==> src/include/core_consts.svh <==
`ifndef CORE_CONSTS_SVH
`define CORE_CONSTS_SVH

`define RESET_PC 32'h8000_0000

// depth of the unified memory in 32-bit words
`define MEM_WORDS 1024

// machine-mode csr addresses
`define CSR_MSTATUS 12'h300
`define CSR_MTVEC   12'h305
`define CSR_MEPC    12'h341
`define CSR_MCAUSE  12'h342

`define CAUSE_ECALL_M 32'd11  // environment call from m-mode

`endif

==> src/design/reg_heap.sv <==
`include "core_consts.svh"

module reg_heap (
  input  logic        clk,
  input  logic        rst,
  input  logic [4:0]  rs1,
  input  logic [4:0]  rs2,
  input  logic [4:0]  rd,
  input  logic        wen,
  input  logic [31:0] wdata,
  input  logic [11:0] csr_addr,
  input  logic        csr_wen,
  input  logic [31:0] csr_wdata,
  input  logic        trap_wen,
  input  logic [31:0] trap_cause,
  input  logic [31:0] trap_epc,
  output logic [31:0] src1,
  output logic [31:0] src2,
  output logic [31:0] csr_rdata
);

  logic [31:0] gpr [1:31];
  logic [31:0] mtvec, mepc, mcause, mstatus;

  assign src1 = (rs1 == 5'd0) ? 32'd0 : gpr[rs1];
  assign src2 = (rs2 == 5'd0) ? 32'd0 : gpr[rs2];

  always_comb begin
    case (csr_addr)
      `CSR_MTVEC:   csr_rdata = mtvec;
      `CSR_MEPC:    csr_rdata = mepc;
      `CSR_MCAUSE:  csr_rdata = mcause;
      `CSR_MSTATUS: csr_rdata = mstatus;
      default:      csr_rdata = '0;  // unimplemented csr
    endcase
  end

  always_ff @(posedge clk) begin
    if (rst) begin
      for (int i = 1; i < 32; i++) begin
        gpr[i] <= '0;
      end
    end else if (wen && rd != 5'd0) begin
      gpr[rd] <= wdata;
    end
  end

  always_ff @(posedge clk) begin
    if (rst) begin
      mtvec   <= '0;
      mepc    <= '0;
      mcause  <= '0;
      mstatus <= '0;
    end else begin
      if (csr_wen) begin
        case (csr_addr)
          `CSR_MTVEC:   mtvec   <= csr_wdata;
          `CSR_MEPC:    mepc    <= csr_wdata;
          `CSR_MCAUSE:  mcause  <= csr_wdata;
          `CSR_MSTATUS: mstatus <= csr_wdata;
          default: ;
        endcase
      end
      if (trap_wen) begin  // trap wins over a csr write
        mcause <= trap_cause;
        mepc   <= trap_epc;
      end
    end
  end

endmodule

==> config.mk <==
export PLATFORM = sky130hd
export DESIGN_NAME = reg_heap
export DESIGN_NICKNAME = d
export VERILOG_FILES = /design/src/design/reg_heap.sv
export VERILOG_INCLUDE_DIRS = /design/src /design/src/include
export SDC_FILE = /design/constraint.sdc
export NUM_CORES = 2
export LEC_CHECK = 0
export ABC_AREA = 1
export BUFFER_PORTS_ARGS = -buffer_cell sky130_fd_sc_hd__buf_2
export CORE_MARGIN = 1.5
export CORE_UTILIZATION = 33
export CTS_CLUSTER_DIAMETER = 80
export CTS_CLUSTER_SIZE = 40
export DETAILED_ROUTE_END_ITERATION = 16
export PLACE_DENSITY = 0.45
export SYNTH_ARGS = -nofsm -noshare
export SYNTH_HDL_FRONTEND = slang
export SYNTH_SLANG_ARGS = --single-unit
==> constraint.sdc <==
create_clock -name clk -period 3.2 [get_ports clk]
set_clock_uncertainty 0.1 [all_clocks]
set_input_delay 0.48 -clock clk [delete_from_list [all_inputs] [get_ports clk]]
set_output_delay 0.48 -clock clk [all_outputs]
set_load 0.005 [all_outputs]
After elaboration in Yosys (flattened, before gate mapping)
Memories as Yosys holds them, arrays and structs flattened.
Cells that the tools add are included.
Operators by class
  equal/unequal tests: 4
  mux-type cells: 17
  reductions and logical operators: 12
Operators by type and width (count)
  $mux 32: 9
  $pmux 32 s4: 1
  $eq 12x10->1 const B: 4
  $reduce_or 32->1: 1
  $logic_not 5->1: 2
  $reduce_and 2->1: 4
  $mux 1: 6
  $reduce_bool 2->1: 3
  $mux 5: 1
  $reduce_bool 5->1: 1
  $logic_and 1x1->1: 1
Storage, ports and cells
  flip-flop bits (word level): 128
  RAM bits: 992
  word-level logic and storage cells: 38
  memories kept: 1
Memory list
  gpr: depth 31, bits a word 32, read ports 2, clocked after memory_dff 0, write ports 31, line reg_heap.sv:22  | logic [31:0] gpr [1:31];

Depth between registers and ports, before layout
  word-level depth: 7
  gate-level depth with buffers: 12

Worst setup path before layout
No wires, ideal clock.
  kind: input-to-reg
  start: input rd[2]
  end: memory gpr[28][0] (enable)
  setup time: 478 ps
  data arrival time: 2016 ps
  setup slack: 607 ps
  stages: 9
  path buffers: 1
  cell sequence: nor3_2 nand2_1 nand2_1 inv_1 nand2_1 inv_1 nand2_1 buf_2 nand2_1
RTL lines
  start: declaration: line reg_heap.sv:8  | input logic [4:0] rd,
  end: declaration: line reg_heap.sv:22

Worst setup path in the final report
  start: input rs1[1]
  end: output src1[13]
On the way
  word-level cells in the longest chain between the ends: 2
  elaborated cells on any way between the ends: 3
  classes of those cells: mux: 1; reduce/logical: 1; memory: 1
RTL lines
  start: declaration: line reg_heap.sv:6  | input logic [4:0] rs1,
  $mem_v2 31x32 / $logic_not 5->1 (equally long branches)
  $mux 32 *: line reg_heap.sv:25  | assign src1 = (rs1 == 5'd0) ? 32'd0 : gpr[rs1];
  end: declaration: line reg_heap.sv:17  | output logic [31:0] src1,
Every way passes the cells marked *; elsewhere a longest branch is shown, timed or not.

==> impl_metrics.tcl <==
set metrics [dict create \
    ant_nets 0 \
    synth_cell_types 25 \
    swShare_pct 31.0 \
    p_comb_share_pct 15.7 \
    fin_nets 8582 \
    vias 60329 \
    numCtsBuffers 96 \
    dr.pass1.iters 8 \
    r2r_cells 2 \
    switching_power_mw 11.4 \
    grt.total_usage_pct 29.7 \
    min_period_ns 3.09 \
    p_int_mw 25.3 \
    clock_path_buffers 3 \
    grt_pass1_vias 57788 \
    min_to "mcause[5]$_SDFFE_PP0P_" \
    yosysSeqAreaShare_pct 53.1 \
    cap_viol_max_count 0 \
    cts_tree "done" \
    power_leakage_nw 31.2 \
    core_area_mm2 0.188 \
    synthTopCellsByArea "edfxtp_1, nand2_1, nand3_1" \
    clkPwrFrac_pct 36.5 \
    rsz0062_at_grt "false" \
    reg2reg_to "mcause[9]$_SDFFE_PP0P_" \
    clkTransAtPathRegs_ns 0.09 \
    cp.required_ns 2.62 \
    synth_cells 8206 \
    min_path_cells 5 \
    io_pins 256 \
    drc_errors 0 \
    grt_max_degree 99 \
    setup_viol 0 \
    fmax_ghz 0.324 \
    worst-slew-pin-transition_ns 1.06 \
    hold_violations 0 \
    final_cell_area_mm2 0.0741 \
    crit_path_max_fanout 30 \
    dieHeight_um 439 \
    async_reset_ff_share_pct 0 \
    ys.flop_type "edfxtp_1" \
    grt_overflow 0 \
    ir_drop_mv 0.388 \
    instances_no_fill 11004 \
    wl_per_cell_um 26.5 \
    hpwl_um 178000 \
    h-tree-depth 3 \
    die_w_um 439 \
    placed_cell_area_mm2 0.0694 \
    period_share_pct 96.4 \
    die_area_mm2 0.193 \
    drive_above_1_share_pct 11.0 \
    synth_top_area_share_pct 49.1 \
    critPathKind "input pin to output pin" \
    crit_arrival_ns 2.51 \
    drtIter0Drc 6217 \
    slew_viol_final 0 \
    power_frac_seq_pct 47.8 \
    drt_wl_total_um 292000 \
    reg2reg_from "mcause[9]$_SDFFE_PP0P_" \
    syn-mean-instance-area_um2 7.64 \
    slew_headroom_pct 29.0 \
    port_buffers 255 \
    start_util_pct 33.3 \
    antenna_found_initial 5 \
    numPlacedInstances 10694 \
    fin_tns_setup_ns 0 \
    synth_top_area_cell "edfxtp_1" \
    viasPerCell 5.48 \
    cts-root-buf "clkbuf_16" \
    areaGrowthSynthToFinish_pct 18.2 \
    grt_pass1_wl_um 416000 \
    place_congestion 0.879 \
    pwr_density_cell_mw_per_mm2 494 \
    clock_sink_count 1152 \
    synth_edf_count 1024 \
    yosysWarnings 0 \
    total_power_mw 36.6 \
    cp-start-kind "input pin" \
    netlist_area_mm2 0.0627 \
    placementRows 159 \
    clk_latency_ns 0.77 \
    hp-start "trap_cause[5]" \
    end_kind "output pin" \
    r2r_slack_ns 2.44 \
    status "finished clean" \
    synth-seq-cells 1152 \
    hold_class "input pin to flop" \
]
-- cell type report --
cell class | count | area (um^2)
diodes | 7 | 17.5
inverters | 150 | 608
fillers | 19225 | 114000
flip-flops and latches | 1152 | 33300
well taps | 2495 | 3120
repair buffers | 797 | 7480
multi-input cells | 6225 | 26100
clock inverters | 77 | 960
clock buffers | 101 | 2480
-- critical path, stage by stage --
cell and delay [ns]:
buf_8 0.20, buf_4 0.30, buf_12 0.28, nor3_1 0.11, nand3_2 0.16, buf_12 0.25, nand2_1 0.21, nor2_1 0.27
buf_2 0.17
-- metal layers --
metal  share of wire, %  global-route usage (%)  vias up
met5                  0                       0        -
met4                6.1                    15.8        0
met3                7.1                    3.44      641
met2                 46                    48.7     2816
met1                 40                    38.3    29482
li1                   -                       -    27390
-- cell usage after synthesis (all sizes together), types with 14 or more instances --
library cell	count
nand4	14
clkbuf	376
o21ai	177
nor2	1376
buf	334
nor3	16
a21oi	181
o2111ai	32
inv	150
nand3	1496
dfxtp	128
edfxtp	1024
nand2	2898
-- how the worst max path moves through the flow --
stage | from | to | slack [ns]
2_1_floorplan | rd[2] | gpr[28][0]$_SDFFCE_PN0P_ | 0.61
3_3_place_gp | rd[3] | gpr[11][15]$_SDFFCE_PN0P_ | -0.005
3_5_place_dp | rd[3] | gpr[11][31]$_SDFFCE_PN0P_ | 0.01
4_1_cts | gpr[0][23]$_DFFE_PP_ | src1[23] | 0.06
5_1_grt | gpr[9][25]$_SDFFCE_PN0P_ | src2[25] | 0.02
6_report | rs1[1] | src1[13] | 0.11
-- kinds of logic (layout without fill, tap and decap cells) --
logic type,after synthesis,in the layout,share of synthesized area (%)
buffers and inverters,860,1125,5.66
other,1,39,0.00598
AOI/OAI and AO/OA,390,390,3.31
and+or+nand+nor,5803,5803,37.9
DFF,1152,1152,53.1
-- layout by cell type, fill, tap and decap left out, drive strengths merged, types with 101 or more instances in the layout --
master and instances:
nand2 2898, nand3 1496, nor2 1376, edfxtp 1024, buf 672, inv 187, a21oi 181, o21ai 177
dfxtp 128, dlygate4sd3 125, clkbuf 101
-- power groups by stage --
| stage | logic (mW) | registers (mW) | clock network, mW |
|---|---|---|---|
| after floorplan | 2.89 | 17.7 | 0 |
| after global placement | 5.56 | 17.8 | 0 |
| after detailed placement | 5.57 | 17.8 | 0 |
| after CTS | 5.70 | 17.5 | 13.6 |
| after global routing | 6.15 | 17.6 | 14.1 |
| final | 5.75 | 17.5 | 13.4 |
-- registers in the layout, summed over array words and instances, names as in the netlist --
| register | flops |
|---|---|
| mepc | 32 |
| gpr | 1024 |
| mtvec | 32 |
| mstatus | 32 |
| mcause | 32 |
-- metrics by stage --
stage	utilization [%]	hold slack [ns]	setup slack, ns
after floorplan	-	0.330	0.607
after global placement	36.9	0.339	-0.00538
after detailed placement	36.9	0.346	0.0119
after CTS	39.4	0.00586	0.0610
after global routing	39.4	0.0492	0.0245
final	39.4	0.0704	0.114
-- what timing repair did --
action | in CTS | in global routing
setup endpoints to repair | 0 | 2
buffers inserted | 0 | 0
hold endpoints to repair | 159 | 0
hold buffers | 125 | 0
resized for setup | 0 | 2
(Power assumes the default switching activity.)
