## config.mk

```make
export PLATFORM = sky130hd
export DESIGN_NAME = alu
export DESIGN_NICKNAME = d
export VERILOG_FILES = /design/src/include/core_consts.svh /design/src/design/core_pkg.sv /design/src/design/alu.sv
export SDC_FILE = /design/constraint.sdc
export NUM_CORES = 1
export LEC_CHECK = 0
export ABC_AREA = 1
export BUFFER_PORTS_ARGS = -buffer_cell sky130_fd_sc_hd__buf_4
export CAP_MARGIN = 20
export CORE_MARGIN = 2
export CORE_UTILIZATION = 45
export DETAILED_ROUTE_END_ITERATION = 10
export SLEW_MARGIN = 20
export SYNTH_ARGS = -nofsm -noshare
export SYNTH_HDL_FRONTEND = slang
export SYNTH_SLANG_ARGS = --single-unit
```

## constraint.sdc

```tcl
create_clock -name vclk -period 5.3
set_input_delay 0.795 -clock vclk [all_inputs]
set_output_delay 0.795 -clock vclk [all_outputs]
set_load 0.02 [all_outputs]
```

## src/include/core_consts.svh

```systemverilog
`ifndef CORE_CONSTS_SVH
`define CORE_CONSTS_SVH

`define RESET_PC 32'h8000_0000

// depth of the unified memory in 32-bit words
`define MEM_WORDS 1024

// machine-mode csr addresses
`define CSR_MSTATUS 12'h300
`define CSR_MTVEC   12'h305
`define CSR_MEPC    12'h341
`define CSR_MCAUSE  12'h342

`define CAUSE_ECALL_M 32'd11  // environment call from m-mode

`endif

```

## src/design/core_pkg.sv

```systemverilog
package core_pkg;

  // slt/sltu also serve blt/bltu
  typedef enum logic [3:0] {
    ALU_ADD,
    ALU_SUB,
    ALU_SLL,
    ALU_SLT,
    ALU_SLTU,
    ALU_XOR,
    ALU_SRL,
    ALU_SRA,
    ALU_OR,
    ALU_AND,
    ALU_PASS_B,
    ALU_EQ,
    ALU_NE,
    ALU_GE,
    ALU_GEU
  } alu_op_e;

  typedef enum logic [2:0] {
    NPC_SNPC,
    NPC_BRANCH,  // pc + imm
    NPC_JALR,
    NPC_TRAP,    // mtvec
    NPC_MEPC
  } npc_sel_e;

  typedef enum logic [2:0] {
    WB_ALU,
    WB_SNPC,
    WB_LOAD,
    WB_CSR
  } wb_sel_e;

  typedef enum logic [1:0] {
    OPB_RS2,
    OPB_IMM,
    OPB_CSR
  } opb_sel_e;

  // matches funct3[1:0] of loads and stores
  typedef enum logic [1:0] {
    SIZE_BYTE,
    SIZE_HALF,
    SIZE_WORD
  } mem_size_e;

  typedef struct packed {
    alu_op_e   alu_op;
    logic      opa_pc;
    opb_sel_e  opb_sel;
    npc_sel_e  npc_sel;
    logic      branch;     // npc gated by alu compare
    wb_sel_e   wb_sel;
    logic      reg_we;
    logic      mem_re;
    logic      mem_we;
    mem_size_e mem_size;
    logic      load_sext;
    logic      csr_we;
    logic      csr_set;    // csrrs, or-in rs1
    logic      ecall;
    logic      mret;
    logic      halt;
  } ctrl_t;

  typedef struct packed {
    logic        valid;
    logic [31:0] pc;
    logic [4:0]  rd;
    logic [31:0] wdata;
  } retire_t;

endpackage

```

## src/design/alu.sv

```systemverilog
module alu (
  input  core_pkg::alu_op_e op,
  input  logic [31:0]       a,
  input  logic [31:0]       b,
  output logic [31:0]       result
);

  logic [4:0] shamt;
  logic       lt_s;
  logic       lt_u;

  assign shamt = b[4:0];
  assign lt_s  = $signed(a) < $signed(b);
  assign lt_u  = a < b;

  always_comb begin
    case (op)
      core_pkg::ALU_ADD:    result = a + b;
      core_pkg::ALU_SUB:    result = a - b;
      core_pkg::ALU_SLL:    result = a << shamt;
      core_pkg::ALU_SLT:    result = {31'b0, lt_s};
      core_pkg::ALU_SLTU:   result = {31'b0, lt_u};
      core_pkg::ALU_XOR:    result = a ^ b;
      core_pkg::ALU_SRL:    result = a >> shamt;
      core_pkg::ALU_SRA:    result = $unsigned($signed(a) >>> shamt);
      core_pkg::ALU_OR:     result = a | b;
      core_pkg::ALU_AND:    result = a & b;
      core_pkg::ALU_PASS_B: result = b;
      core_pkg::ALU_EQ:     result = {31'b0, a == b};
      core_pkg::ALU_NE:     result = {31'b0, a != b};
      core_pkg::ALU_GE:     result = {31'b0, ~lt_s};
      core_pkg::ALU_GEU:    result = {31'b0, ~lt_u};
      default:              result = '0;
    endcase
  end

endmodule

```

[Word level (Yosys, flattened, before mapping)]
Index checks and enable logic that the tools add are counted.
Cells by class
  $add $sub $neg: 2
  $lt $le $gt $ge: 2
  equality and inequality tests: 16
  shift-type cells: 3
  multiplexer cells: 1
  bitwise operators: 5
  reductions and logical operators: 1
Operator list (number)
  32-bit one-hot mux with 15 select lines: 1
  32-bit less-than comparator: 2
  32-bit adder: 1
  32-bit bitwise AND: 1
  32-bit equality test: 1
  32-bit != test: 1
  32-bit OR: 1
  32-bit by 5-bit << shifter with 32-bit output: 1
  32-bit by 5-bit >> shifter with 32-bit output: 1
  32-bit by 5-bit >>> shifter with 32-bit output: 1
  32-bit subtractor: 1
  32-bit bitwise XOR: 1
  4-bit equality test (second input constant): 7
  4-bit by 3-bit equality test with 1-bit output (second input constant): 4
  4-bit by 2-bit equality test with 1-bit output (second input constant): 2
  4-bit by 1-bit equality test with 1-bit output (second input constant): 1
  4-bit zero test: 1
  1-bit inverter: 2
Word-level totals
  flip-flop bits (word level): 0
  input port bits: 68
  output and inout bits: 32
  word-level logic and storage cells: 30

[Longest topological paths before layout]
  word-level depth: 3
  depth in mapped cells: 20

[Least setup slack after synthesis]
OpenSTA, ideal clock, no wires.
  kind: in2out
  from: input b[3]
  to: output result[0]
  arrival: 3.087 ns
  path slack: 1.418 ns
  cell stages on the path: 20
  path buffers: 4
  path through: buf_2 > inv_2 > clkbuf_1 > clkbuf_1 > ha_1 > buf_2 > inv_1 > nand3_1 > nand2_1 > nand2_1 > nand2_1 > nand2_1 > nand2_1 > nand2_1 > nand2_2 > nand2_1 > nand3_1 > nand2_1 > inv_1 > nand2_1
On the way
  longest elaborated chain between the ends: 3
  elaborated cells between the ends (all ways): 10
Ends and longest elaborated chain
  from (decl): line alu.sv:4  | input logic [31:0] b,
  32-bit less-than comparator, on equally long branches: line alu.sv:14, alu.sv:13
  1-bit inverter, on equally long branches: line alu.sv:32, alu.sv:31
  32-bit one-hot mux with 15 select lines *: line alu.sv:17  | case (op)
  to (decl): line alu.sv:5  | output logic [31:0] result
Every way passes the cells marked *; elsewhere a longest branch is shown, timed or not.

[Worst setup path after layout]
  from: input b[0]
  to: output result[0]
Same word-level chain as after synthesis.

==> impl_results.md <==
- Vias in the first global route: 13,200
- Relative slew margins: 45.5%
- Post-DP HPWL: 42.7 mm
- Area of the multi-input gates: 8740 um^2
- Crit path DAT: 3580 ps
- Crit-path cells: buf_4 > ha_1 > inv_1 > fa_1 > nand3_1 > nand2_1 > nand2_1 > nand2_1 > nand2_1 > nand2_1 > nand2_1 > nand2_2 > nand2_1 > nand3_1 > nand2_1 > inv_1 > nand2_1 > buf_4
- Min-delay worst type: primary input to primary output
- Syn_nets: 2,227
- Initial Utilization: 46.3%
- First-pass GRT wire length: 77.4 mm
- Worst EP required: 4510 ps
- Total GRT Usage: 42.4%
- Synth cell types: 49
- Mapped Avg Cell Area: 4.96 um^2
- Slowest Stage Delay on Critical Path: 510 ps
- Crit path max fanout: 62
- Placeable Area: 22,000 um^2
- Post-route cell area: 10,900 um^2
- Initial drt markers: 2,105
- Drt total wl: 52.5 mm
- Sequential Area: 0 um^2
- P_leak: 5.98 nW
- Global route overflow: 0
- Placed inst area: 10,900 um^2
- Maxcap violations: 0
- RSZ-0062 raised after global routing: no
- Via/cell ratio: 6.15
- First-pass iteration count of the detailed router: 8
- Utilization after layout: 49.7%
- Design Power: 0.00119 W
- Top Family by Delay on Critical Path: simple AND/OR/NAND/NOR gates
- Critical Path End Type: primary output
- Drt drc: 0
- Tcrit/Tclk final: 82.6%
- Setup Viol. Count Final: 0
- Wirelength per Cell: 22.4 um
- Clkbuf count: 0
- Max rail drop VDD: 0.0593 mV
- Total number of yosys warnings: 0
- Initial antenna violation count: 1
- CP most frequent cell: nand2_1
- Post-synthesis cell count: 2,047
- Seq cells: 0
- Highest clock rate: 0.228 GHz
- Max Slew Vio Count: 0
- Slew @ Worst Pin: 816 ps
- # fillers: 2,582
- Post-CTS Hold Fix Bufs: 0
- Register area share after synthesis: 0%
- Cell Area, Synth: 10,200 um^2
- Pin count of the biggest net entering global routing: 72
- Fin crit period: 4380 ps
- Fin Setup TNS: 0 ps
- Die Span Y: 154 um
- Setup bufs post-CTS: 0
- Antenna fix cells: 0
- CP max-delay cell: buf_4
- Row count: 54
- Layout cell share with drive strength beyond 1: 7.50%
- CP bufs+invs: 4
- Resize count post-CTS: 0
- IO buf count: 100
- Synth-to-layout area growth: 7.48%
- Ports: 100
- Final Hold Viols: 0
- Routability cong.: 1.03
- Die Span X: 154 um
- Worst setup SP type: primary input
- Setup CP Type: primary input to primary output
- Final ANT Viol Nets: 0
- PD cells: 109 nW/um^2
- DR vias: 14,500
- Status: completed
- Die Footprint: 23,800 um^2
- Nets: 2,250
==> cell type report <==
type	count	share of cell area, %
inverters	251	8.65
repair buffers	118	8.11
multi-input cells	1699	80.0
well taps	280	3.21
==> synthesized netlist by cell type, types with 3 or more instances <==
library cell | count | area (um^2)
nor2_2 | 3 | 18.8
nor2_8 | 3 | 60.1
buf_6 | 3 | 33.8
buf_4 | 6 | 45.0
ha_1 | 110 | 1380
nor2_4 | 5 | 56.3
nand3b_1 | 4 | 30.0
inv_1 | 240 | 901
inv_2 | 10 | 37.5
and2_1 | 7 | 43.8
a31oi_1 | 5 | 31.3
o21bai_1 | 17 | 128
buf_1 | 9 | 33.8
nand4_1 | 29 | 181
o21a_1 | 14 | 105
o2111ai_1 | 4 | 35.0
nor3_1 | 24 | 120
o211ai_1 | 14 | 105
a211oi_1 | 8 | 60.1
clkbuf_1 | 23 | 86.3
or2_2 | 4 | 25.0
nor2_1 | 197 | 739
nand2_2 | 5 | 31.3
o21ai_0 | 85 | 425
a21oi_1 | 113 | 566
nand3_1 | 352 | 1760
buf_2 | 55 | 275
o21ai_1 | 6 | 30.0
o221ai_1 | 3 | 26.3
o22ai_1 | 29 | 181
nand2_1 | 635 | 2380
==> per-stage QoR <==
stage	hold WS (ps)	setup WS [ps]	std cells
CTS	2150	1030	2348
floorplan	1890	1420	2047
global route	2210	811	2348
detailed placement	2150	1030	2348
finish	2160	922	2348
global placement	2150	1110	2348
==> cell usage in the layout, fill, tap and decap left out, types with 11 or more instances in the layout <==
cell type    n
nor3_1      24
inv_2       11
nand3_1    352
a21oi_1    113
o22ai_1     29
ha_1       110
o21bai_1    17
o21ai_0     85
nand4_1     29
o211ai_1    14
inv_1      238
nand2_1    635
o21a_1      14
buf_4      118
nor2_1     196
==> cell families after synthesis <==
family / after synthesis / synth area share [%]
muxes: 2 / 0.197
xor gates and xnor gates: 3 / 0.259
buffers and inverters: 348 / 14.0
adders and majority gates: 112 / 13.9
AOI/OAI and AO/OA: 305 / 17.2
and+or+nand+nor: 1277 / 54.4
==> path summary, 6_finish.rpt <==
kind	startpoint	endpoint	cells after the start
setup / recovery	b[0]	result[0]	18
hold / removal	b[12]	result[12]	6
==> power by group <==
| group | switching [W] | internal, W | leakage, nW |
|---|---|---|---|
| Sequential | 0 | 0 | 0 |
| Clock | 0 | 0 | 0 |
| Combinational | 0.000842 | 0.000348 | 5.98 |
==> per-layer routing <==
metal  wire (um)  share of wire (%)  track usage (%)
met5          13              0.025                0
met4        3120                5.9             19.8
met3        6390                 12             8.01
met2       22500                 43             67.3
met1       20500                 39             55.5
==> tightest hold or removal path, cell delays in order <==
cell      delay (ps)
buf_4            120
a221oi_1          70
nand2_1           60
nor2_1            50
nand3_1          110
buf_4            160
(Power assumes the default switching activity.)
