**src/include/core_consts.svh**
```systemverilog
`ifndef CORE_CONSTS_SVH
`define CORE_CONSTS_SVH

`define RESET_PC 32'h8000_0000

// depth of the unified memory in 32-bit words
`define MEM_WORDS 1024

// machine-mode csr addresses
`define CSR_MSTATUS 12'h300
`define CSR_MTVEC   12'h305
`define CSR_MEPC    12'h341
`define CSR_MCAUSE  12'h342

`define CAUSE_ECALL_M 32'd11  // environment call from m-mode

`endif

```
**src/design/core_pkg.sv**
```systemverilog
package core_pkg;

  // slt/sltu also serve blt/bltu
  typedef enum logic [3:0] {
    ALU_ADD,
    ALU_SUB,
    ALU_SLL,
    ALU_SLT,
    ALU_SLTU,
    ALU_XOR,
    ALU_SRL,
    ALU_SRA,
    ALU_OR,
    ALU_AND,
    ALU_PASS_B,
    ALU_EQ,
    ALU_NE,
    ALU_GE,
    ALU_GEU
  } alu_op_e;

  typedef enum logic [2:0] {
    NPC_SNPC,
    NPC_BRANCH,  // pc + imm
    NPC_JALR,
    NPC_TRAP,    // mtvec
    NPC_MEPC
  } npc_sel_e;

  typedef enum logic [2:0] {
    WB_ALU,
    WB_SNPC,
    WB_LOAD,
    WB_CSR
  } wb_sel_e;

  typedef enum logic [1:0] {
    OPB_RS2,
    OPB_IMM,
    OPB_CSR
  } opb_sel_e;

  // matches funct3[1:0] of loads and stores
  typedef enum logic [1:0] {
    SIZE_BYTE,
    SIZE_HALF,
    SIZE_WORD
  } mem_size_e;

  typedef struct packed {
    alu_op_e   alu_op;
    logic      opa_pc;
    opb_sel_e  opb_sel;
    npc_sel_e  npc_sel;
    logic      branch;     // npc gated by alu compare
    wb_sel_e   wb_sel;
    logic      reg_we;
    logic      mem_re;
    logic      mem_we;
    mem_size_e mem_size;
    logic      load_sext;
    logic      csr_we;
    logic      csr_set;    // csrrs, or-in rs1
    logic      ecall;
    logic      mret;
    logic      halt;
  } ctrl_t;

  typedef struct packed {
    logic        valid;
    logic [31:0] pc;
    logic [4:0]  rd;
    logic [31:0] wdata;
  } retire_t;

endpackage

```
**src/design/rv_isa_pkg.sv**
```systemverilog
package rv_isa_pkg;

  typedef enum logic [6:0] {
    OP_LUI      = 7'b0110111,
    OP_AUIPC    = 7'b0010111,
    OP_JAL      = 7'b1101111,
    OP_JALR     = 7'b1100111,
    OP_BRANCH   = 7'b1100011,
    OP_LOAD     = 7'b0000011,
    OP_STORE    = 7'b0100011,
    OP_IMM      = 7'b0010011,
    OP_REG      = 7'b0110011,
    OP_MISC_MEM = 7'b0001111,
    OP_SYSTEM   = 7'b1110011
  } opcode_e;

  // alu funct3 for OP and OP_IMM
  localparam logic [2:0] F3_ADD  = 3'b000;
  localparam logic [2:0] F3_SLL  = 3'b001;
  localparam logic [2:0] F3_SLT  = 3'b010;
  localparam logic [2:0] F3_SLTU = 3'b011;
  localparam logic [2:0] F3_XOR  = 3'b100;
  localparam logic [2:0] F3_SR   = 3'b101;  // srl / sra by funct7
  localparam logic [2:0] F3_OR   = 3'b110;
  localparam logic [2:0] F3_AND  = 3'b111;

  // branch funct3
  localparam logic [2:0] F3_BEQ  = 3'b000;
  localparam logic [2:0] F3_BNE  = 3'b001;
  localparam logic [2:0] F3_BLT  = 3'b100;
  localparam logic [2:0] F3_BGE  = 3'b101;
  localparam logic [2:0] F3_BLTU = 3'b110;
  localparam logic [2:0] F3_BGEU = 3'b111;

  // load/store width, bit 2 set means zero extend
  localparam logic [2:0] F3_B  = 3'b000;
  localparam logic [2:0] F3_H  = 3'b001;
  localparam logic [2:0] F3_W  = 3'b010;
  localparam logic [2:0] F3_BU = 3'b100;
  localparam logic [2:0] F3_HU = 3'b101;

  // system funct3
  localparam logic [2:0] F3_PRIV  = 3'b000;
  localparam logic [2:0] F3_CSRRW = 3'b001;
  localparam logic [2:0] F3_CSRRS = 3'b010;

  // imm field of the privileged system instructions
  localparam logic [11:0] IMM_ECALL  = 12'h000;
  localparam logic [11:0] IMM_EBREAK = 12'h001;
  localparam logic [11:0] IMM_MRET   = 12'h302;

  typedef struct packed {
    logic [6:0] funct7;
    logic [4:0] rs2;
    logic [4:0] rs1;
    logic [2:0] funct3;
    logic [4:0] rd;
    opcode_e    opcode;
  } r_fmt_t;

  typedef struct packed {
    logic [11:0] imm_11_0;
    logic [4:0]  rs1;
    logic [2:0]  funct3;
    logic [4:0]  rd;
    opcode_e     opcode;
  } i_fmt_t;

  typedef struct packed {
    logic [6:0] imm_11_5;
    logic [4:0] rs2;
    logic [4:0] rs1;
    logic [2:0] funct3;
    logic [4:0] imm_4_0;
    opcode_e    opcode;
  } s_fmt_t;

  typedef struct packed {
    logic       imm_12;
    logic [5:0] imm_10_5;
    logic [4:0] rs2;
    logic [4:0] rs1;
    logic [2:0] funct3;
    logic [3:0] imm_4_1;
    logic       imm_11;
    opcode_e    opcode;
  } b_fmt_t;

  typedef struct packed {
    logic [19:0] imm_31_12;
    logic [4:0]  rd;
    opcode_e     opcode;
  } u_fmt_t;

  typedef struct packed {
    logic       imm_20;
    logic [9:0] imm_10_1;
    logic       imm_11;
    logic [7:0] imm_19_12;
    logic [4:0] rd;
    opcode_e    opcode;
  } j_fmt_t;

  // one instruction word, six ways to read it
  typedef union packed {
    logic [31:0] word;
    r_fmt_t      r_fmt;
    i_fmt_t      i_fmt;
    s_fmt_t      s_fmt;
    b_fmt_t      b_fmt;
    u_fmt_t      u_fmt;
    j_fmt_t      j_fmt;
  } inst_u;

endpackage

```
**src/design/decoder.sv**
```systemverilog
module decoder (
  input  logic [31:0]     inst,
  output core_pkg::ctrl_t ctrl,
  output logic [31:0]     imm,
  output logic [4:0]      rs1,
  output logic [4:0]      rs2,
  output logic [4:0]      rd
);

  rv_isa_pkg::inst_u iw;
  logic [2:0]        f3;
  logic              alt;  // funct7 bit 5

  assign iw  = inst;
  assign f3  = iw.r_fmt.funct3;
  assign alt = iw.r_fmt.funct7[5];
  assign rs1 = iw.r_fmt.rs1;
  assign rs2 = iw.r_fmt.rs2;
  assign rd  = iw.r_fmt.rd;

  function automatic core_pkg::alu_op_e f3_alu_op(input logic [2:0] code, input logic sub_sra);
    case (code)
      rv_isa_pkg::F3_ADD:  return sub_sra ? core_pkg::ALU_SUB : core_pkg::ALU_ADD;
      rv_isa_pkg::F3_SLL:  return core_pkg::ALU_SLL;
      rv_isa_pkg::F3_SLT:  return core_pkg::ALU_SLT;
      rv_isa_pkg::F3_SLTU: return core_pkg::ALU_SLTU;
      rv_isa_pkg::F3_XOR:  return core_pkg::ALU_XOR;
      rv_isa_pkg::F3_SR:   return sub_sra ? core_pkg::ALU_SRA : core_pkg::ALU_SRL;
      rv_isa_pkg::F3_OR:   return core_pkg::ALU_OR;
      default:             return core_pkg::ALU_AND;
    endcase
  endfunction

  always_comb begin
    ctrl = '0;  // no-op, falls through to pc+4
    imm  = {{20{iw.i_fmt.imm_11_0[11]}}, iw.i_fmt.imm_11_0};

    case (iw.r_fmt.opcode)
      rv_isa_pkg::OP_LUI: begin
        imm          = {iw.u_fmt.imm_31_12, 12'b0};
        ctrl.alu_op  = core_pkg::ALU_PASS_B;
        ctrl.opb_sel = core_pkg::OPB_IMM;
        ctrl.reg_we  = 1'b1;
      end
      rv_isa_pkg::OP_AUIPC: begin
        imm          = {iw.u_fmt.imm_31_12, 12'b0};
        ctrl.opa_pc  = 1'b1;
        ctrl.opb_sel = core_pkg::OPB_IMM;
        ctrl.reg_we  = 1'b1;
      end
      rv_isa_pkg::OP_JAL: begin
        imm = {{11{iw.j_fmt.imm_20}}, iw.j_fmt.imm_20, iw.j_fmt.imm_19_12,
               iw.j_fmt.imm_11, iw.j_fmt.imm_10_1, 1'b0};
        ctrl.npc_sel = core_pkg::NPC_BRANCH;
        ctrl.wb_sel  = core_pkg::WB_SNPC;
        ctrl.reg_we  = 1'b1;
      end
      rv_isa_pkg::OP_JALR: begin
        ctrl.opb_sel = core_pkg::OPB_IMM;
        ctrl.npc_sel = core_pkg::NPC_JALR;
        ctrl.wb_sel  = core_pkg::WB_SNPC;
        ctrl.reg_we  = 1'b1;
      end
      rv_isa_pkg::OP_BRANCH: begin
        imm = {{19{iw.b_fmt.imm_12}}, iw.b_fmt.imm_12, iw.b_fmt.imm_11,
               iw.b_fmt.imm_10_5, iw.b_fmt.imm_4_1, 1'b0};
        ctrl.npc_sel = core_pkg::NPC_BRANCH;
        ctrl.branch  = 1'b1;
        case (f3)
          rv_isa_pkg::F3_BEQ:  ctrl.alu_op = core_pkg::ALU_EQ;
          rv_isa_pkg::F3_BNE:  ctrl.alu_op = core_pkg::ALU_NE;
          rv_isa_pkg::F3_BLT:  ctrl.alu_op = core_pkg::ALU_SLT;
          rv_isa_pkg::F3_BGE:  ctrl.alu_op = core_pkg::ALU_GE;
          rv_isa_pkg::F3_BLTU: ctrl.alu_op = core_pkg::ALU_SLTU;
          rv_isa_pkg::F3_BGEU: ctrl.alu_op = core_pkg::ALU_GEU;
          default: begin
            ctrl.npc_sel = core_pkg::NPC_SNPC;
            ctrl.branch  = 1'b0;
          end
        endcase
      end
      rv_isa_pkg::OP_LOAD: begin
        if (f3[1:0] != 2'b11 && f3 != 3'b110) begin
          ctrl.opb_sel   = core_pkg::OPB_IMM;
          ctrl.wb_sel    = core_pkg::WB_LOAD;
          ctrl.reg_we    = 1'b1;
          ctrl.mem_re    = 1'b1;
          ctrl.mem_size  = core_pkg::mem_size_e'(f3[1:0]);
          ctrl.load_sext = ~f3[2];
        end
      end
      rv_isa_pkg::OP_STORE: begin
        imm = {{20{iw.s_fmt.imm_11_5[6]}}, iw.s_fmt.imm_11_5, iw.s_fmt.imm_4_0};
        if (f3 <= rv_isa_pkg::F3_W) begin
          ctrl.opb_sel  = core_pkg::OPB_IMM;
          ctrl.mem_we   = 1'b1;
          ctrl.mem_size = core_pkg::mem_size_e'(f3[1:0]);
        end
      end
      rv_isa_pkg::OP_IMM: begin
        ctrl.alu_op  = f3_alu_op(f3, alt && f3 == rv_isa_pkg::F3_SR);  // no subi
        ctrl.opb_sel = core_pkg::OPB_IMM;
        ctrl.reg_we  = 1'b1;
      end
      rv_isa_pkg::OP_REG: begin
        ctrl.alu_op = f3_alu_op(f3, alt);
        ctrl.reg_we = 1'b1;
      end
      rv_isa_pkg::OP_MISC_MEM: ;  // fence, nothing to order
      rv_isa_pkg::OP_SYSTEM: begin
        case (f3)
          rv_isa_pkg::F3_CSRRW: begin
            ctrl.wb_sel = core_pkg::WB_CSR;
            ctrl.reg_we = 1'b1;
            ctrl.csr_we = 1'b1;
          end
          rv_isa_pkg::F3_CSRRS: begin
            ctrl.alu_op  = core_pkg::ALU_OR;
            ctrl.opb_sel = core_pkg::OPB_CSR;
            ctrl.wb_sel  = core_pkg::WB_CSR;
            ctrl.reg_we  = 1'b1;
            ctrl.csr_we  = 1'b1;
            ctrl.csr_set = 1'b1;
          end
          rv_isa_pkg::F3_PRIV: begin
            if (iw.i_fmt.imm_11_0 == rv_isa_pkg::IMM_ECALL) begin
              ctrl.ecall   = 1'b1;
              ctrl.npc_sel = core_pkg::NPC_TRAP;
            end else if (iw.i_fmt.imm_11_0 == rv_isa_pkg::IMM_MRET) begin
              ctrl.mret    = 1'b1;
              ctrl.npc_sel = core_pkg::NPC_MEPC;
            end else if (iw.i_fmt.imm_11_0 == rv_isa_pkg::IMM_EBREAK) begin
              ctrl.halt = 1'b1;
            end
          end
          default: ;
        endcase
      end
      default: ;
    endcase
  end

endmodule

```
**config.mk**
```make
export PLATFORM = sky130hd
export DESIGN_NAME = decoder
export DESIGN_NICKNAME = d
export VERILOG_FILES = /design/src/include/core_consts.svh /design/src/design/core_pkg.sv /design/src/design/rv_isa_pkg.sv /design/src/design/decoder.sv
export SDC_FILE = /design/constraint.sdc
export NUM_CORES = 1
export LEC_CHECK = 0
export BUFFER_PORTS_ARGS = -buffer_cell sky130_fd_sc_hd__buf_2
export CORE_MARGIN = 3
export CORE_UTILIZATION = 37
export DETAILED_ROUTE_END_ITERATION = 6
export PLACE_DENSITY_LB_ADDON = 0.15
export REMOVE_ABC_BUFFERS = 1
export SLEW_MARGIN = 20
export SYNTH_ARGS = -nofsm -noshare
export SYNTH_HDL_FRONTEND = slang
export SYNTH_SLANG_ARGS = --single-unit
```
**constraint.sdc**
```tcl
create_clock -name vclk -period 5.2
set_input_delay 1.04 -clock vclk [all_inputs]
set_output_delay 1.04 -clock vclk [all_outputs]
set_load 0.05 [all_outputs]
```
**Word-level counts from Yosys, hierarchy flattened**

Index checks and enable logic that the tools add are counted.

- Register bits after elaboration: 0
- Output and inout port bits: 72
- Word-level logic and storage cells: 73

- Magnitude comparators: 1
- Equality and inequality tests: 21
- Mux-type cells: 40
- Bitwise gates (word level): 1
- Reductions and logical operators: 10

Operators with widths:

| cell | count |
|---|---|
| case mux 31 bit (4 select lines) | 1 |
| case mux 4 bit (7 select lines) | 2 |
| equality test 7 bit, second input constant | 4 |
| case mux 4 bit (6 select lines) | 1 |
| equality test 7 x 6 -> 1 bit, second input constant | 3 |
| 2-to-1 mux 3 bit | 7 |
| case mux 4 bit (5 select lines) | 1 |
| 2-to-1 mux 1 bit | 17 |
| equality test 7 x 5 -> 1 bit, second input constant | 2 |
| equality test 12 x 1 -> 1 bit, second input constant | 1 |
| equality test 12 x 10 -> 1 bit, second input constant | 1 |
| equality test 3 bit, second input constant | 4 |
| logical NOT 12 bit | 1 |
| case mux 3 bit (4 select lines) | 1 |
| OR reduction 6 bit | 2 |
| 2-to-1 mux 4 bit | 2 |
| case mux 2 bit (4 select lines) | 1 |
| equality test 7 x 2 -> 1 bit, second input constant | 1 |
| equality test 3 x 2 -> 1 bit, second input constant | 2 |
| 2-to-1 mux 2 bit | 3 |
| case mux 2 bit (3 select lines) | 1 |
| OR reduction 2 bit | 3 |
| 2-to-1 mux 5 bit | 1 |
| case mux 2 bit (2 select lines) | 1 |
| 9 further kinds | 10 |

**Depth between registers and ports, before layout**

- Depth after elaboration: 6
- Mapped depth: 6

**Least setup slack after synthesis**

No wires, ideal clock.

- Path type: input to output
- Start point: in inst[2]
- End point: out ctrl[15] in the netlist's numbering
- Data arrival time: 3.117 ns
- Data required time: 4.160 ns
- Path slack: 1.043 ns
- Stages on the path: 6
- Path buffers: 2
- Path through: buf_6 > nand4bb_1 > buf_4 > nor3_1 > a21oi_1 > nand2_1

RTL lines:

| item | RTL line | RTL |
|---|---|---|
| from (decl) | decoder.sv:2 | `input logic [31:0] inst,` |
| to (decl) | decoder.sv:3 | `output core_pkg::ctrl_t ctrl,` |

==> qor.csv <==
metric,value,unit
outcome,completed,
"Req. time, crit path",4.16,ns
max-slew violation count,0,
most frequent cell on the critical path,buf_2,
drt total wl,3650,um
setup_tns,0,ns
Synth Area in XOR/XNOR,0.00778,
leakage power,0.835,nW
CP cell instances,buf_2 > nand4bb_1 > nand2b_1 > a2111oi_2 > buf_2,
CP endpoint kind,primary output,
register area share after synthesis,0,
dpl hpwl,2940,um
die height,61.2,um
first-pass GRT wire length,5430,um
via count,1419,
M1 WL,1540,um
leading area contributor after synthesis,a21o_1,
post-CTS setup repair buffer count,0,
first-pass detailed-route iteration total,4,
Final min period,3.83,ns
largest family of logic cells by synthesized area,simple AND/OR/NAND/NOR gates,
Synth warnings,0,
"most common cell after layout, fill and taps aside",buf_2,
setup repair after global routing missed its margin,no,
starting density of the core,0.398,
Peak supply drop,0.0829,mV
largest net degree at the start of global routing,20,
Worst setup SP type,primary input,
relative slew slack,0.641,
Synth Area in Adders,0,
slowest CP cell,nand4bb_1,
Die Footprint,3740,sq um
Core Footprint,2830,sq um
Compound-Gate Fraction of Synth Area,0.342,
kind of cell adding the most delay to the critical path,simple AND/OR/NAND/NOR gates,
CP Max Fanout,10,
dominant cells by area after synthesis,"a21o_1, buf_4, nor2_1",
post-synthesis mux area share,0,
initial drt markers,53,
Layout Nets,268,
vias in the first global route,1158,
Final period util,0.736,
CP bufs+invs,2,
routed length on met3,269,um
FFs & Latches,0,
placed cell count,265,
initial antenna violation count,0,
PwrDens,117,nW/um^2
Fillers,301,
register area,0,sq um
Final Non-Filler Cells,265,
# setup viols final,0,
diode count,0,
DR WL/cell,13.8,um
Worst-Margin Slew,0.536,ns
crit path kind,in2out,
max cap viols,0,
share of layout cells above drive strength 1,0.487,
num rows,19,
Mean Syn Cell Area,6.91,sq um
Met2 Wirelength,1830,um
synth unique cells,50,
Hold WC Path Type,in2out,
Top Layer Used,met3,
simple-gate share of the synthesized area,0.430,
top-level port count,104,
Total GRT Usage,0.181,
GPL Wtd Cong,0.793,
"Arr. time, crit path",2.79,ns
post-route ant nets,0,
IO buf count,103,
synthesized area,1130,sq um
post-synthesis cell count,163,
"slowest stage delay, CP",0.55,ns
top cell type's share of synthesized area,0.140,
final core utilization,0.512,
vias per std cell,5.35,
CTS Hold Buffers Added,0,
post-CTS sizing,0,
Overflow after GRT,0,
Area Overhead vs Synth,28.6,%
DRC,0,
clkbuf count,0,
fmax,0.261,GHz
Die Wd,61.2,um
most frequent cells in the layout,"buf_2, a21o_1, nor2_1, nand2_1",
Fin. Hold Viols,0,
-- Yosys cell counts (2+ instances only) --
cell type  number
inv_1           3
nor4_1          2
nand4_1         3
o21ai_0         7
nor2b_1         7
nor2_1         17
nand4b_1        2
buf_6           4
a22o_1          4
buf_2           6
and2b_1         3
a32oi_1         3
nand3_1         5
nor3_1          5
a21o_1         21
nand2b_1        4
a21oi_1         4
buf_4          20
nand2_1         8
nand3b_1        4
o211ai_1        2
-- per-layer routing --
metal  vias to the layer above  global-route usage
li1                        721                   -
met1                       640               0.242
met2                        58               0.335
met3                         0              0.0105
met4                         0             0.00310
met5                         -                   0
-- where the power goes --
part           switching, W  internal (W)
Clock                     0             0
Sequential                0             0
Combinational      0.000128     0.0000423
Total              0.000128     0.0000423
-- metrics by stage --
step	total power, W	instance area, sq um	worst slack [ns]	hold WS, ns
2_1_floorplan	0.0000925	893	0.972	2.08
3_3_place_gp	0.000170	1450	1.44	2.38
3_5_place_dp	0.000170	1450	1.38	2.38
4_1_cts	0.000170	1450	1.39	2.38
5_1_grt	0.000179	1450	1.26	2.39
6_report	0.000170	1450	1.37	2.38
-- worst paths after layout --
| check | startpoint | end | slack (ns) | cells past startpoint |
|---|---|---|---|---|
| setup / recovery | inst[2] | ctrl[6] | 1.37 | 5 |
| hold / removal | inst[9] | rd[2] | 2.38 | 2 |
-- area by class of cell --
class	instances	area, sq um	area share
tap	31	38.8	0.0268
inverter	3	11.3	0.00778
multi-input combinational	128	882	0.609
timing repair buffer	103	515	0.356
-- cell families (layout without fill, tap and decap cells) --
| group | Yosys count | in the layout |
|---|---|---|
| buf+inv | 35 | 106 |
| compound gates | 52 | 52 |
| other cells | 1 | 1 |
| simple gates | 74 | 74 |
| xor+xnor | 1 | 1 |
No activity file was read; power rests on OpenSTA's default activity.
